==> src/source/usb_rx_pkg.sv <==
// Shared types and sizes; FIFO depth must stay a power of two and the status byte assumes 8-bit data
`default_nettype none

package usb_rx_pkg;

	// Receive controller states, order kept from the original FSM
	typedef enum logic [3:0] {
		IDLE,
		START_RCV,
		RCV_BYTE,
		PID_WAIT,
		PID_DONE,
		RCVING,
		RCV_PULSE,
		RCV_DONE,
		CRC_CHK,
		ERROR,
		EOP_WAIT
	} rx_state_t;

	// Wishbone register map
	typedef enum logic {
		REG_DATA   = 1'b0,
		REG_STATUS = 1'b1
	} wb_reg_t;

	localparam int BYTE_W = 8;

	// Sync pattern as seen after LSB-first shifting
	localparam logic [BYTE_W-1:0] SYNC_BYTE = 8'b1000_0000;

	localparam int FIFO_DEPTH = 8;
	localparam int FIFO_AW = 3;

	// Remainder left by a good packet with its CRC bytes
	localparam logic [15:0] CRC_RESIDUE = 16'h800D;
	localparam logic [15:0] CRC_POLY = 16'h8005;

endpackage

`default_nettype wire

==> src/source/usb_rx_shifter.sv <==
// Expects NRZI-decoded, unstuffed bits with one shift_enable strobe per bit time
`timescale 1ns/10ps
`default_nettype none

module usb_rx_shifter (
	input wire clk,
	input wire n_rst,
	input wire d_bit,
	input wire shift_enable,
	input wire d_edge,
	input wire receiving,
	output logic [usb_rx_pkg::BYTE_W-1:0] rx_data,
	output logic byte_received
);
	import usb_rx_pkg::*;

	logic [$clog2(BYTE_W)-1:0] bit_cnt;
	logic shift;
	logic last_bit;

	assign shift = shift_enable && receiving;
	assign last_bit = (bit_cnt == ($clog2(BYTE_W))'(BYTE_W - 1));

	// Bit count wraps at a byte boundary
	always_ff @(posedge clk, negedge n_rst) begin
		if (!n_rst) begin
			bit_cnt <= '0;
			byte_received <= 1'b0;
		end else begin
			byte_received <= 1'b0;
			if (d_edge && !receiving) begin
				bit_cnt <= '0;
			end else if (shift) begin
				bit_cnt <= bit_cnt + 1'b1;
				if (last_bit) begin
					byte_received <= 1'b1;
				end
			end
		end
	end

	// LSB arrives first, so new bits enter at the top
	always_ff @(posedge clk) begin
		if (shift) begin
			rx_data <= {d_bit, rx_data[BYTE_W-1:1]};
		end
	end

endmodule

`default_nettype wire

==> src/source/usb_rx_crc16.sv <==
// Bit-serial CRC-16 in line order; caller gates it to the bytes after the PID
`timescale 1ns/10ps
`default_nettype none

module usb_rx_crc16 (
	input wire clk,
	input wire n_rst,
	input wire d_bit,
	input wire shift_enable,
	input wire crc_enable,
	input wire crc_clear,
	output logic crc_check
);
	import usb_rx_pkg::*;

	logic [2*BYTE_W-1:0] crc;
	logic feedback;

	assign feedback = crc[2*BYTE_W-1] ^ d_bit;

	always_ff @(posedge clk, negedge n_rst) begin
		if (!n_rst) begin
			crc <= '1;
		end else if (crc_clear) begin
			crc <= '1;
		end else if (crc_enable && shift_enable) begin
			// LFSR step, taps from the generator polynomial
			if (feedback) begin
				crc <= {crc[2*BYTE_W-2:0], 1'b0} ^ CRC_POLY;
			end else begin
				crc <= {crc[2*BYTE_W-2:0], 1'b0};
			end
		end
	end

	// Data plus its inverted CRC leaves a fixed remainder
	assign crc_check = (crc == CRC_RESIDUE);

endmodule

`default_nettype wire

==> src/source/usb_rx_controller.sv <==
// Packet FSM; EOP must land on a byte boundary and strobes must continue through SE0
`timescale 1ns/10ps
`default_nettype none

module usb_rx_controller (
	input wire clk,
	input wire n_rst,
	input wire shift_enable,
	input wire byte_received,
	input wire [usb_rx_pkg::BYTE_W-1:0] rx_data,
	input wire eop,
	input wire crc_check,
	input wire d_edge,
	output logic crc_clear,
	output logic receiving,
	output logic write_enable,
	output logic rcv_error,
	output logic crc_enable
);
	import usb_rx_pkg::*;

	rx_state_t state;
	rx_state_t next_state;
	logic write_next;

	always_ff @(posedge clk, negedge n_rst) begin
		if (!n_rst) begin
			state <= IDLE;
			write_enable <= 1'b0;
		end else begin
			state <= next_state;
			// Byte is written one cycle after it was flagged
			write_enable <= write_next;
		end
	end

	always_comb begin
		next_state = state;
		receiving = 1'b1;
		write_next = 1'b0;
		rcv_error = 1'b0;
		crc_enable = 1'b0;
		crc_clear = 1'b0;

		case (state)
			IDLE: begin
				receiving = 1'b0;
				crc_clear = 1'b1;
				if (d_edge) begin
					next_state = START_RCV;
				end
			end
			START_RCV: begin
				if (byte_received) begin
					next_state = RCV_BYTE;
				end
			end
			RCV_BYTE: begin
				if (rx_data == SYNC_BYTE) begin
					next_state = PID_WAIT;
				end else begin
					next_state = ERROR;
				end
			end
			PID_WAIT: begin
				if (eop) begin
					next_state = ERROR;
				end else if (byte_received) begin
					next_state = PID_DONE;
				end
			end
			PID_DONE: begin
				write_next = 1'b1;
				next_state = RCVING;
			end
			RCVING: begin
				crc_enable = 1'b1;
				// SE0 in the middle of a byte
				if (eop) begin
					next_state = ERROR;
				end else if (byte_received) begin
					next_state = RCV_PULSE;
				end
			end
			RCV_PULSE: begin
				write_next = 1'b1;
				crc_enable = 1'b1;
				next_state = RCV_DONE;
			end
			RCV_DONE: begin
				// Keep the SE0 bit out of the CRC
				crc_enable = !eop;
				if (shift_enable) begin
					if (eop) begin
						next_state = CRC_CHK;
					end else begin
						next_state = RCVING;
					end
				end
			end
			CRC_CHK: begin
				if (crc_check) begin
					next_state = EOP_WAIT;
				end else begin
					next_state = ERROR;
				end
			end
			ERROR: begin
				rcv_error = 1'b1;
				// Held until the line returns to idle
				if (d_edge) begin
					next_state = IDLE;
				end
			end
			EOP_WAIT: begin
				receiving = 1'b0;
				if (d_edge) begin
					next_state = IDLE;
				end
			end
			default: begin
				next_state = IDLE;
			end
		endcase
	end

	// Bytes arrive at least a byte time apart
	assert property (@(posedge clk) disable iff (!n_rst) write_enable |=> !write_enable)
		else $error("write_enable high twice in a row in state %s", state.name());

	assert property (@(posedge clk) disable iff (!n_rst) !(crc_enable && crc_clear))
		else $error("crc_enable and crc_clear both high in state %s", state.name());

endmodule

`default_nettype wire

==> src/source/usb_rx_fifo.sv <==
// Receive byte FIFO; no back-pressure, writes while full are lost and flagged
`timescale 1ns/10ps
`default_nettype none

module usb_rx_fifo (
	input wire clk,
	input wire n_rst,
	input wire [usb_rx_pkg::BYTE_W-1:0] wr_data,
	input wire write_enable,
	input wire pop,
	input wire clear_overflow,
	output logic [usb_rx_pkg::BYTE_W-1:0] rd_data,
	output logic [usb_rx_pkg::FIFO_AW:0] count,
	output logic empty,
	output logic overflow
);
	import usb_rx_pkg::*;

	logic [BYTE_W-1:0] mem [FIFO_DEPTH];
	logic [FIFO_AW-1:0] wr_ptr;
	logic [FIFO_AW-1:0] rd_ptr;
	logic full;
	logic do_write;
	logic do_pop;

	assign empty = (count == '0);
	assign full = (count == (FIFO_AW + 1)'(FIFO_DEPTH));
	assign do_write = write_enable && !full;
	assign do_pop = pop && !empty;
	assign rd_data = mem[rd_ptr];

	always_ff @(posedge clk) begin
		if (do_write) begin
			mem[wr_ptr] <= wr_data;
		end
	end

	always_ff @(posedge clk, negedge n_rst) begin
		if (!n_rst) begin
			wr_ptr <= '0;
			rd_ptr <= '0;
			count <= '0;
			overflow <= 1'b0;
		end else begin
			if (do_write) begin
				wr_ptr <= wr_ptr + 1'b1;
			end
			if (do_pop) begin
				rd_ptr <= rd_ptr + 1'b1;
			end
			if (do_write && !do_pop) begin
				count <= count + 1'b1;
			end else if (do_pop && !do_write) begin
				count <= count - 1'b1;
			end
			// Set wins over a clear in the same cycle
			if (write_enable && full) begin
				overflow <= 1'b1;
			end else if (clear_overflow) begin
				overflow <= 1'b0;
			end
		end
	end

	assert property (@(posedge clk) disable iff (!n_rst) pop |-> !empty)
		else $error("pop issued on an empty FIFO");

endmodule

`default_nettype wire

==> src/source/usb_rx_wb_slave.sv <==
// Wishbone classic slave, single-cycle ack; master must drop stb after ack
`timescale 1ns/10ps
`default_nettype none

module usb_rx_wb_slave (
	input wire clk,
	input wire n_rst,
	input wire wb_cyc,
	input wire wb_stb,
	input wire wb_we,
	input wire usb_rx_pkg::wb_reg_t wb_adr,
	input wire [usb_rx_pkg::BYTE_W-1:0] wb_dat_i,
	output logic [usb_rx_pkg::BYTE_W-1:0] wb_dat_o,
	output logic wb_ack,
	input wire [usb_rx_pkg::BYTE_W-1:0] rd_data,
	input wire [usb_rx_pkg::FIFO_AW:0] count,
	input wire empty,
	input wire overflow,
	input wire receiving,
	input wire rcv_error,
	output logic pop,
	output logic clear_overflow
);
	import usb_rx_pkg::*;

	logic req;
	logic status_wr;
	logic receiving_q;
	logic rcv_error_flag;
	logic packet_done;
	logic [BYTE_W-1:0] status;

	assign req = wb_cyc && wb_stb && !wb_ack;
	assign status_wr = req && wb_we && (wb_adr == REG_STATUS);
	assign clear_overflow = status_wr && wb_dat_i[2];
	assign status = {count, receiving, overflow, packet_done, rcv_error_flag};

	always_ff @(posedge clk, negedge n_rst) begin
		if (!n_rst) begin
			wb_ack <= 1'b0;
			pop <= 1'b0;
			receiving_q <= 1'b0;
			rcv_error_flag <= 1'b0;
			packet_done <= 1'b0;
		end else begin
			wb_ack <= req;
			// Pop lines up with the ack of a data read
			pop <= req && !wb_we && (wb_adr == REG_DATA) && !empty;
			receiving_q <= receiving;
			if (rcv_error) begin
				rcv_error_flag <= 1'b1;
			end else if (status_wr && wb_dat_i[0]) begin
				rcv_error_flag <= 1'b0;
			end
			if (receiving_q && !receiving && !rcv_error) begin
				packet_done <= 1'b1;
			end else if (status_wr && wb_dat_i[1]) begin
				packet_done <= 1'b0;
			end
		end
	end

	always_ff @(posedge clk) begin
		if (req && !wb_we) begin
			if (wb_adr == REG_STATUS) begin
				wb_dat_o <= status;
			end else begin
				wb_dat_o <= empty ? '0 : rd_data;
			end
		end
	end

	assert property (@(posedge clk) disable iff (!n_rst) wb_ack |=> !wb_ack)
		else $error("wb_ack held for two cycles");

endmodule

`default_nettype wire

==> src/source/usb_rx_top.sv <==
// USB full-speed receive path from decoded bits to a Wishbone-readable FIFO; no transmit side
`timescale 1ns/10ps
`default_nettype none

module usb_rx_top (
	input wire clk,
	input wire n_rst,
	input wire d_bit,
	input wire shift_enable,
	input wire eop,
	input wire d_edge,
	input wire wb_cyc,
	input wire wb_stb,
	input wire wb_we,
	input wire usb_rx_pkg::wb_reg_t wb_adr,
	input wire [usb_rx_pkg::BYTE_W-1:0] wb_dat_i,
	output logic [usb_rx_pkg::BYTE_W-1:0] wb_dat_o,
	output logic wb_ack
);
	import usb_rx_pkg::*;

	logic [BYTE_W-1:0] rx_data;
	logic [BYTE_W-1:0] rd_data;
	logic [FIFO_AW:0] count;
	logic byte_received;
	logic receiving;
	logic write_enable;
	logic rcv_error;
	logic crc_enable;
	logic crc_clear;
	logic crc_check;
	logic empty;
	logic overflow;
	logic pop;
	logic clear_overflow;

	usb_rx_shifter u_shifter (
		.clk(clk), .n_rst(n_rst), .d_bit(d_bit), .shift_enable(shift_enable),
		.d_edge(d_edge), .receiving(receiving), .rx_data(rx_data),
		.byte_received(byte_received)
	);

	usb_rx_crc16 u_crc (
		.clk(clk), .n_rst(n_rst), .d_bit(d_bit), .shift_enable(shift_enable),
		.crc_enable(crc_enable), .crc_clear(crc_clear), .crc_check(crc_check)
	);

	usb_rx_controller u_ctrl (
		.clk(clk), .n_rst(n_rst), .shift_enable(shift_enable),
		.byte_received(byte_received), .rx_data(rx_data), .eop(eop),
		.crc_check(crc_check), .d_edge(d_edge), .crc_clear(crc_clear),
		.receiving(receiving), .write_enable(write_enable), .rcv_error(rcv_error),
		.crc_enable(crc_enable)
	);

	usb_rx_fifo u_fifo (
		.clk(clk), .n_rst(n_rst), .wr_data(rx_data), .write_enable(write_enable),
		.pop(pop), .clear_overflow(clear_overflow), .rd_data(rd_data),
		.count(count), .empty(empty), .overflow(overflow)
	);

	usb_rx_wb_slave u_wb (
		.clk(clk), .n_rst(n_rst), .wb_cyc(wb_cyc), .wb_stb(wb_stb), .wb_we(wb_we),
		.wb_adr(wb_adr), .wb_dat_i(wb_dat_i), .wb_dat_o(wb_dat_o), .wb_ack(wb_ack),
		.rd_data(rd_data), .count(count), .empty(empty), .overflow(overflow),
		.receiving(receiving), .rcv_error(rcv_error), .pop(pop),
		.clear_overflow(clear_overflow)
	);

endmodule

`default_nettype wire

==> config.mk <==
export PLATFORM = sky130hd
export DESIGN_NAME = usb_rx_top
export DESIGN_NICKNAME = d
export VERILOG_FILES = /design/src/source/usb_rx_pkg.sv /design/src/source/usb_rx_shifter.sv /design/src/source/usb_rx_crc16.sv /design/src/source/usb_rx_controller.sv /design/src/source/usb_rx_fifo.sv /design/src/source/usb_rx_wb_slave.sv /design/src/source/usb_rx_top.sv
export SDC_FILE = /design/constraint.sdc
export NUM_CORES = 1
export LEC_CHECK = 0
export BUFFER_PORTS_ARGS = -buffer_cell sky130_fd_sc_hd__buf_2
export CORE_ASPECT_RATIO = 0.75
export CORE_UTILIZATION = 55
export CTS_CLUSTER_DIAMETER = 60
export DETAILED_ROUTE_END_ITERATION = 16
export PLACE_DENSITY = 0.8
export SLEW_MARGIN = 20
export SYNTH_ARGS = -nofsm -noshare
export SYNTH_HDL_FRONTEND = slang
export SYNTH_SLANG_ARGS = --single-unit
export TNS_END_PERCENT = 1
==> constraint.sdc <==
create_clock -name clk -period 5.2 [get_ports clk]
set_input_delay 1.04 -clock clk [delete_from_list [all_inputs] [get_ports clk]]
set_output_delay 1.04 -clock clk [all_outputs]
set_load 0.05 [all_outputs]
==> key figures <==
Routing
  – Via density per instance: 5.86
  – Post-detailed-route count of antenna-violating nets: 0
  – Detailed Route Iter0 Violations: 253
  – First-pass DRT Iterations: 5
  – Count of vias placed by the detailed router: 3039
  – Routed len/inst: 19.3 um
  – Final wirelength: 10.0 mm
  – DRC violation count after routing: 0

Cells and area
  – Most common library cell in the layout ignoring fill and taps: sky130_fd_sc_hd__edfxtp_1
  – Area growth from synthesis to layout: 15.2%
  – Filler cell count in the final layout: 583
  – Flip-flop and latch area: 3450 um^2
  – Final net count: 404
  – Final cell area excluding filler cells: 5930 um^2
  – Fraction of layout cells with a size suffix above 1: 25.8%
  – Area of the multi-input gates: 1560 um^2
  – Final instance count without filler cells: 519
  – Antenna cells: 0
  – Commonest cells after routing, fill and taps aside: 80 x sky130_fd_sc_hd__edfxtp_1, 54 x sky130_fd_sc_hd__nand2_1, 24 x sky130_fd_sc_hd__dfrtp_1

Global routing
  – Via count of the first global-routing pass: 2961
  – GRT met2 Usage: 33.9%
  – Met1 capacity usage during global routing: 31.8%
  – Grt peak-use layer: met2
  – Overall overflow remaining after global route: 0
  – Maximum number of pins on one net before global-route repair: 42
  – GR met3 Demand/Resource: 7.07%
  – Global routing usage summed across all routing layers: 23.0%
  – Number of antenna violations at the first check in global routing: 0
  – First-pass GRT wire length: 15.9 mm

Power and ir drop
  – Static Leak: 2.19 nW
  – Peak VDD IR: 0.000378 V
  – Pwr dens: 588 nW/um^2

Yosys
  – Number of flip-flops and latches in the synthesized netlist: 121
  – Total of warnings raised by yosys: 0
  – Post-synthesis cell area: 5150 um^2
  – Fraction of synthesis flops using an asynchronous set or reset pin: 33.9%
  – Number of instances in the synthesized netlist: 351
  – Main synth FF type: sky130_fd_sc_hd__edfxtp_1
  – Synth cell types: 55
  – Avg Inst Size Synth: 14.7 um^2
  – Count of flip-flops with a built-in enable after synthesis: 80
  – Sequential fraction of the synthesis area: 67.0%
  – Total nets after synthesis: 377

Worst setup path
  – Path depth of the worst reg2reg path: 12
  – Launch point of the worst reg-to-reg path: u_fifo.count[0]
  – Req. time, crit path: 5.50 ns
  – Critical Path Fanout Max: 7
  – Dominant delay contributor by cell family on the critical path: simple AND/OR/NAND/NOR gates
  – Slowest CP cell: sky130_fd_sc_hd__dfrtp_1
  – Setup slack on the worst flop-to-flop path: 2.52 ns
  – Worst path arrival time: 2.98 ns
  – Ordered list of cells on the worst path: nor3_1 > nand2_1 > nand2_1 > inv_1 > ha_1 > inv_1 > ha_1 > a21o_1 > a21oi_1 > xnor2_1 > nor2_1 > xnor2_1
  – Buffer and inverter count on the worst path: 2
  – Maximum single-stage delay on the critical path: 0.46 ns
  – Launching element of the worst setup path: u_fifo.count[0]
  – Crit. End Element: flop
  – Crit Reg-Reg Endpoint: u_fifo.count[3]
  – Category of the worst setup path launch point: flop
  – Crit Path Category: flop to flop

Clocking
  – # H-tree levels: 4
  – Clock Latency Late Sink: 0.41 ns
  – Total CTS buffers: 17
  – Number of gates resized after CTS: 0
  – CTS clock-pin slew for the worst setup and hold paths: 0.05 ns
  – Clock tree root driver cell: sky130_fd_sc_hd__clkbuf_16
  – TritonCTS clock tree: built
  – CTS Hold Buffers Added: 0
  – Max Buffers Root-to-Sink: 2
  – Number of setup buffers added after CTS: 0
  – Clock sinks: 121

Floorplanning
  – Starting Density: 56.9%
  – Die area: 9750 um^2
  – Die Height: 85.8 um
  – Placement row count: 30
  – Floorplan core area: 9050 um^2
  – Die outline width: 114 um
  – Top-level port count: 27

Timing
  – Transition at the pin with the smallest max-transition slack: 0.938 ns
  – Fmax: 0.373 GHz
  – Post-route clock period utilization: 51.5%
  – PnR worst setup slack: 2.52 ns
  – Setup repair after global routing missed its margin: false
  – Post-Route Setup TNS: 0 ns
  – Relative slew slack: 37.2%
  – Fin Hold WS: 0.494 ns
  – Shortest period the worst path allows: 2.68 ns
  – Final Hold Fails: 0
  – Final setup viols: 0
  – Max-slew violation count: 0
  – Worst Skew: 0.00860 ns

Worst hold path
  – Hold path startpoint: u_crc.crc[13]
  – Hold-critical path endpoint: u_crc.crc[13]
  – Worst hold path stage count: 2
  – Worst min path class: flop to flop

Placed design
  – DP Wirelength: 6.19 mm
  – Placement Setup Slack: 2.54 ns
  – Inst Count DP: 487
  – Gpl congestion: 0.785
  – Number of I/O port buffers: 21
  – Instance area at placement: 5340 um^2

Status
  – Status: finished, final reports clean

Flow run
  – # Max-Cap Violations: 0
how the worst max path moves through the flow:
stage	end	slack [ns]	cells after the start
global placement	u_fifo.count[3]	2.59	12
finish	u_fifo.count[3]	2.52	12
detailed placement	u_fifo.count[3]	2.54	12
floorplan	u_fifo.count[3]	2.84	12
CTS	u_fifo.count[3]	2.52	12
global route	u_fifo.count[3]	2.30	12
registers in the layout (all words and copies together), names as in the netlist, 3 cells and up:
signal,count
u_ctrl.state,4
u_fifo.count,4
u_fifo.rd_ptr,3
u_shifter.bit_cnt,3
u_fifo.wr_ptr,3
u_crc.crc,16
u_shifter.rx_data,8
u_fifo.mem,64
u_wb.wb_dat_o,8
cell usage after synthesis (3+ instances only):
master / n / area share (%)
sky130_fd_sc_hd__mux2i_1: 9 / 1.8
sky130_fd_sc_hd__ha_1: 7 / 1.7
sky130_fd_sc_hd__mux4_2: 16 / 7.0
sky130_fd_sc_hd__buf_6: 3 / 0.66
sky130_fd_sc_hd__nor4b_1: 3 / 0.51
sky130_fd_sc_hd__xor2_1: 3 / 0.51
sky130_fd_sc_hd__nand2_1: 54 / 3.9
sky130_fd_sc_hd__inv_1: 6 / 0.44
sky130_fd_sc_hd__dfrtp_1: 25 / 12
sky130_fd_sc_hd__nor3_1: 8 / 0.78
sky130_fd_sc_hd__clkbuf_1: 3 / 0.22
sky130_fd_sc_hd__a21oi_1: 3 / 0.29
sky130_fd_sc_hd__dfstp_2: 16 / 8.2
sky130_fd_sc_hd__a22o_1: 3 / 0.51
sky130_fd_sc_hd__nor4_1: 4 / 0.49
sky130_fd_sc_hd__xnor2_1: 11 / 1.9
sky130_fd_sc_hd__mux2_2: 3 / 0.66
sky130_fd_sc_hd__nor2_1: 15 / 1.1
sky130_fd_sc_hd__o21ai_0: 13 / 1.3
sky130_fd_sc_hd__nand3_1: 15 / 1.5
sky130_fd_sc_hd__nand2b_1: 5 / 0.61
sky130_fd_sc_hd__edfxtp_1: 80 / 47
sky130_fd_sc_hd__buf_2: 8 / 0.78
through the flow:
stage / power [mW] / util (%)
after floorplan: 2.13 / -
after global placement: 2.26 / 59.0
after detailed placement: 2.32 / 59.0
after CTS: 3.50 / 65.5
after global routing: 3.65 / 65.5
final: 3.48 / 65.5
metal layers:
layer	vias up	wire length (um)
met5	-	0
met4	0	239
met3	23	599
met2	103	4880
met1	1539	4330
li1	1374	-
report_power, final:
part	total [mW]	switching, mW	internal, mW
Sequential	1.57	0.291	1.28
Clock	1.16	0.410	0.750
Combinational	0.755	0.376	0.379
Total	3.48	1.08	2.41
kinds of logic after synthesis:
family	count (synthesis)	share of synthesized area, %
XOR/XNOR	14	2.38
AND/OR/NAND/NOR	117	10.7
AO/OA/AOI/OAI	37	5.45
buffers and inverters	25	2.63
adder cells (fa/ha/maj)	8	2.09
multiplexers	29	9.70
flip-flops	121	67.0
worst min-delay path, cell delays in order, from the launching register on:
cell and delay (ns):
sky130_fd_sc_hd__dfstp_2 0.37, sky130_fd_sc_hd__nand2_1 0.05, sky130_fd_sc_hd__nand3_1 0.07
area by class of cell:
cell class | count | area share, %
inverters | 7 | 0.443
multi-input cells | 205 | 26.4
clock inverters | 12 | 2.53
well taps | 128 | 2.70
repair buffers | 26 | 2.41
clock buffers | 20 | 7.37
flip-flops and latches | 121 | 58.2
Power figures use the tool's default switching activity.
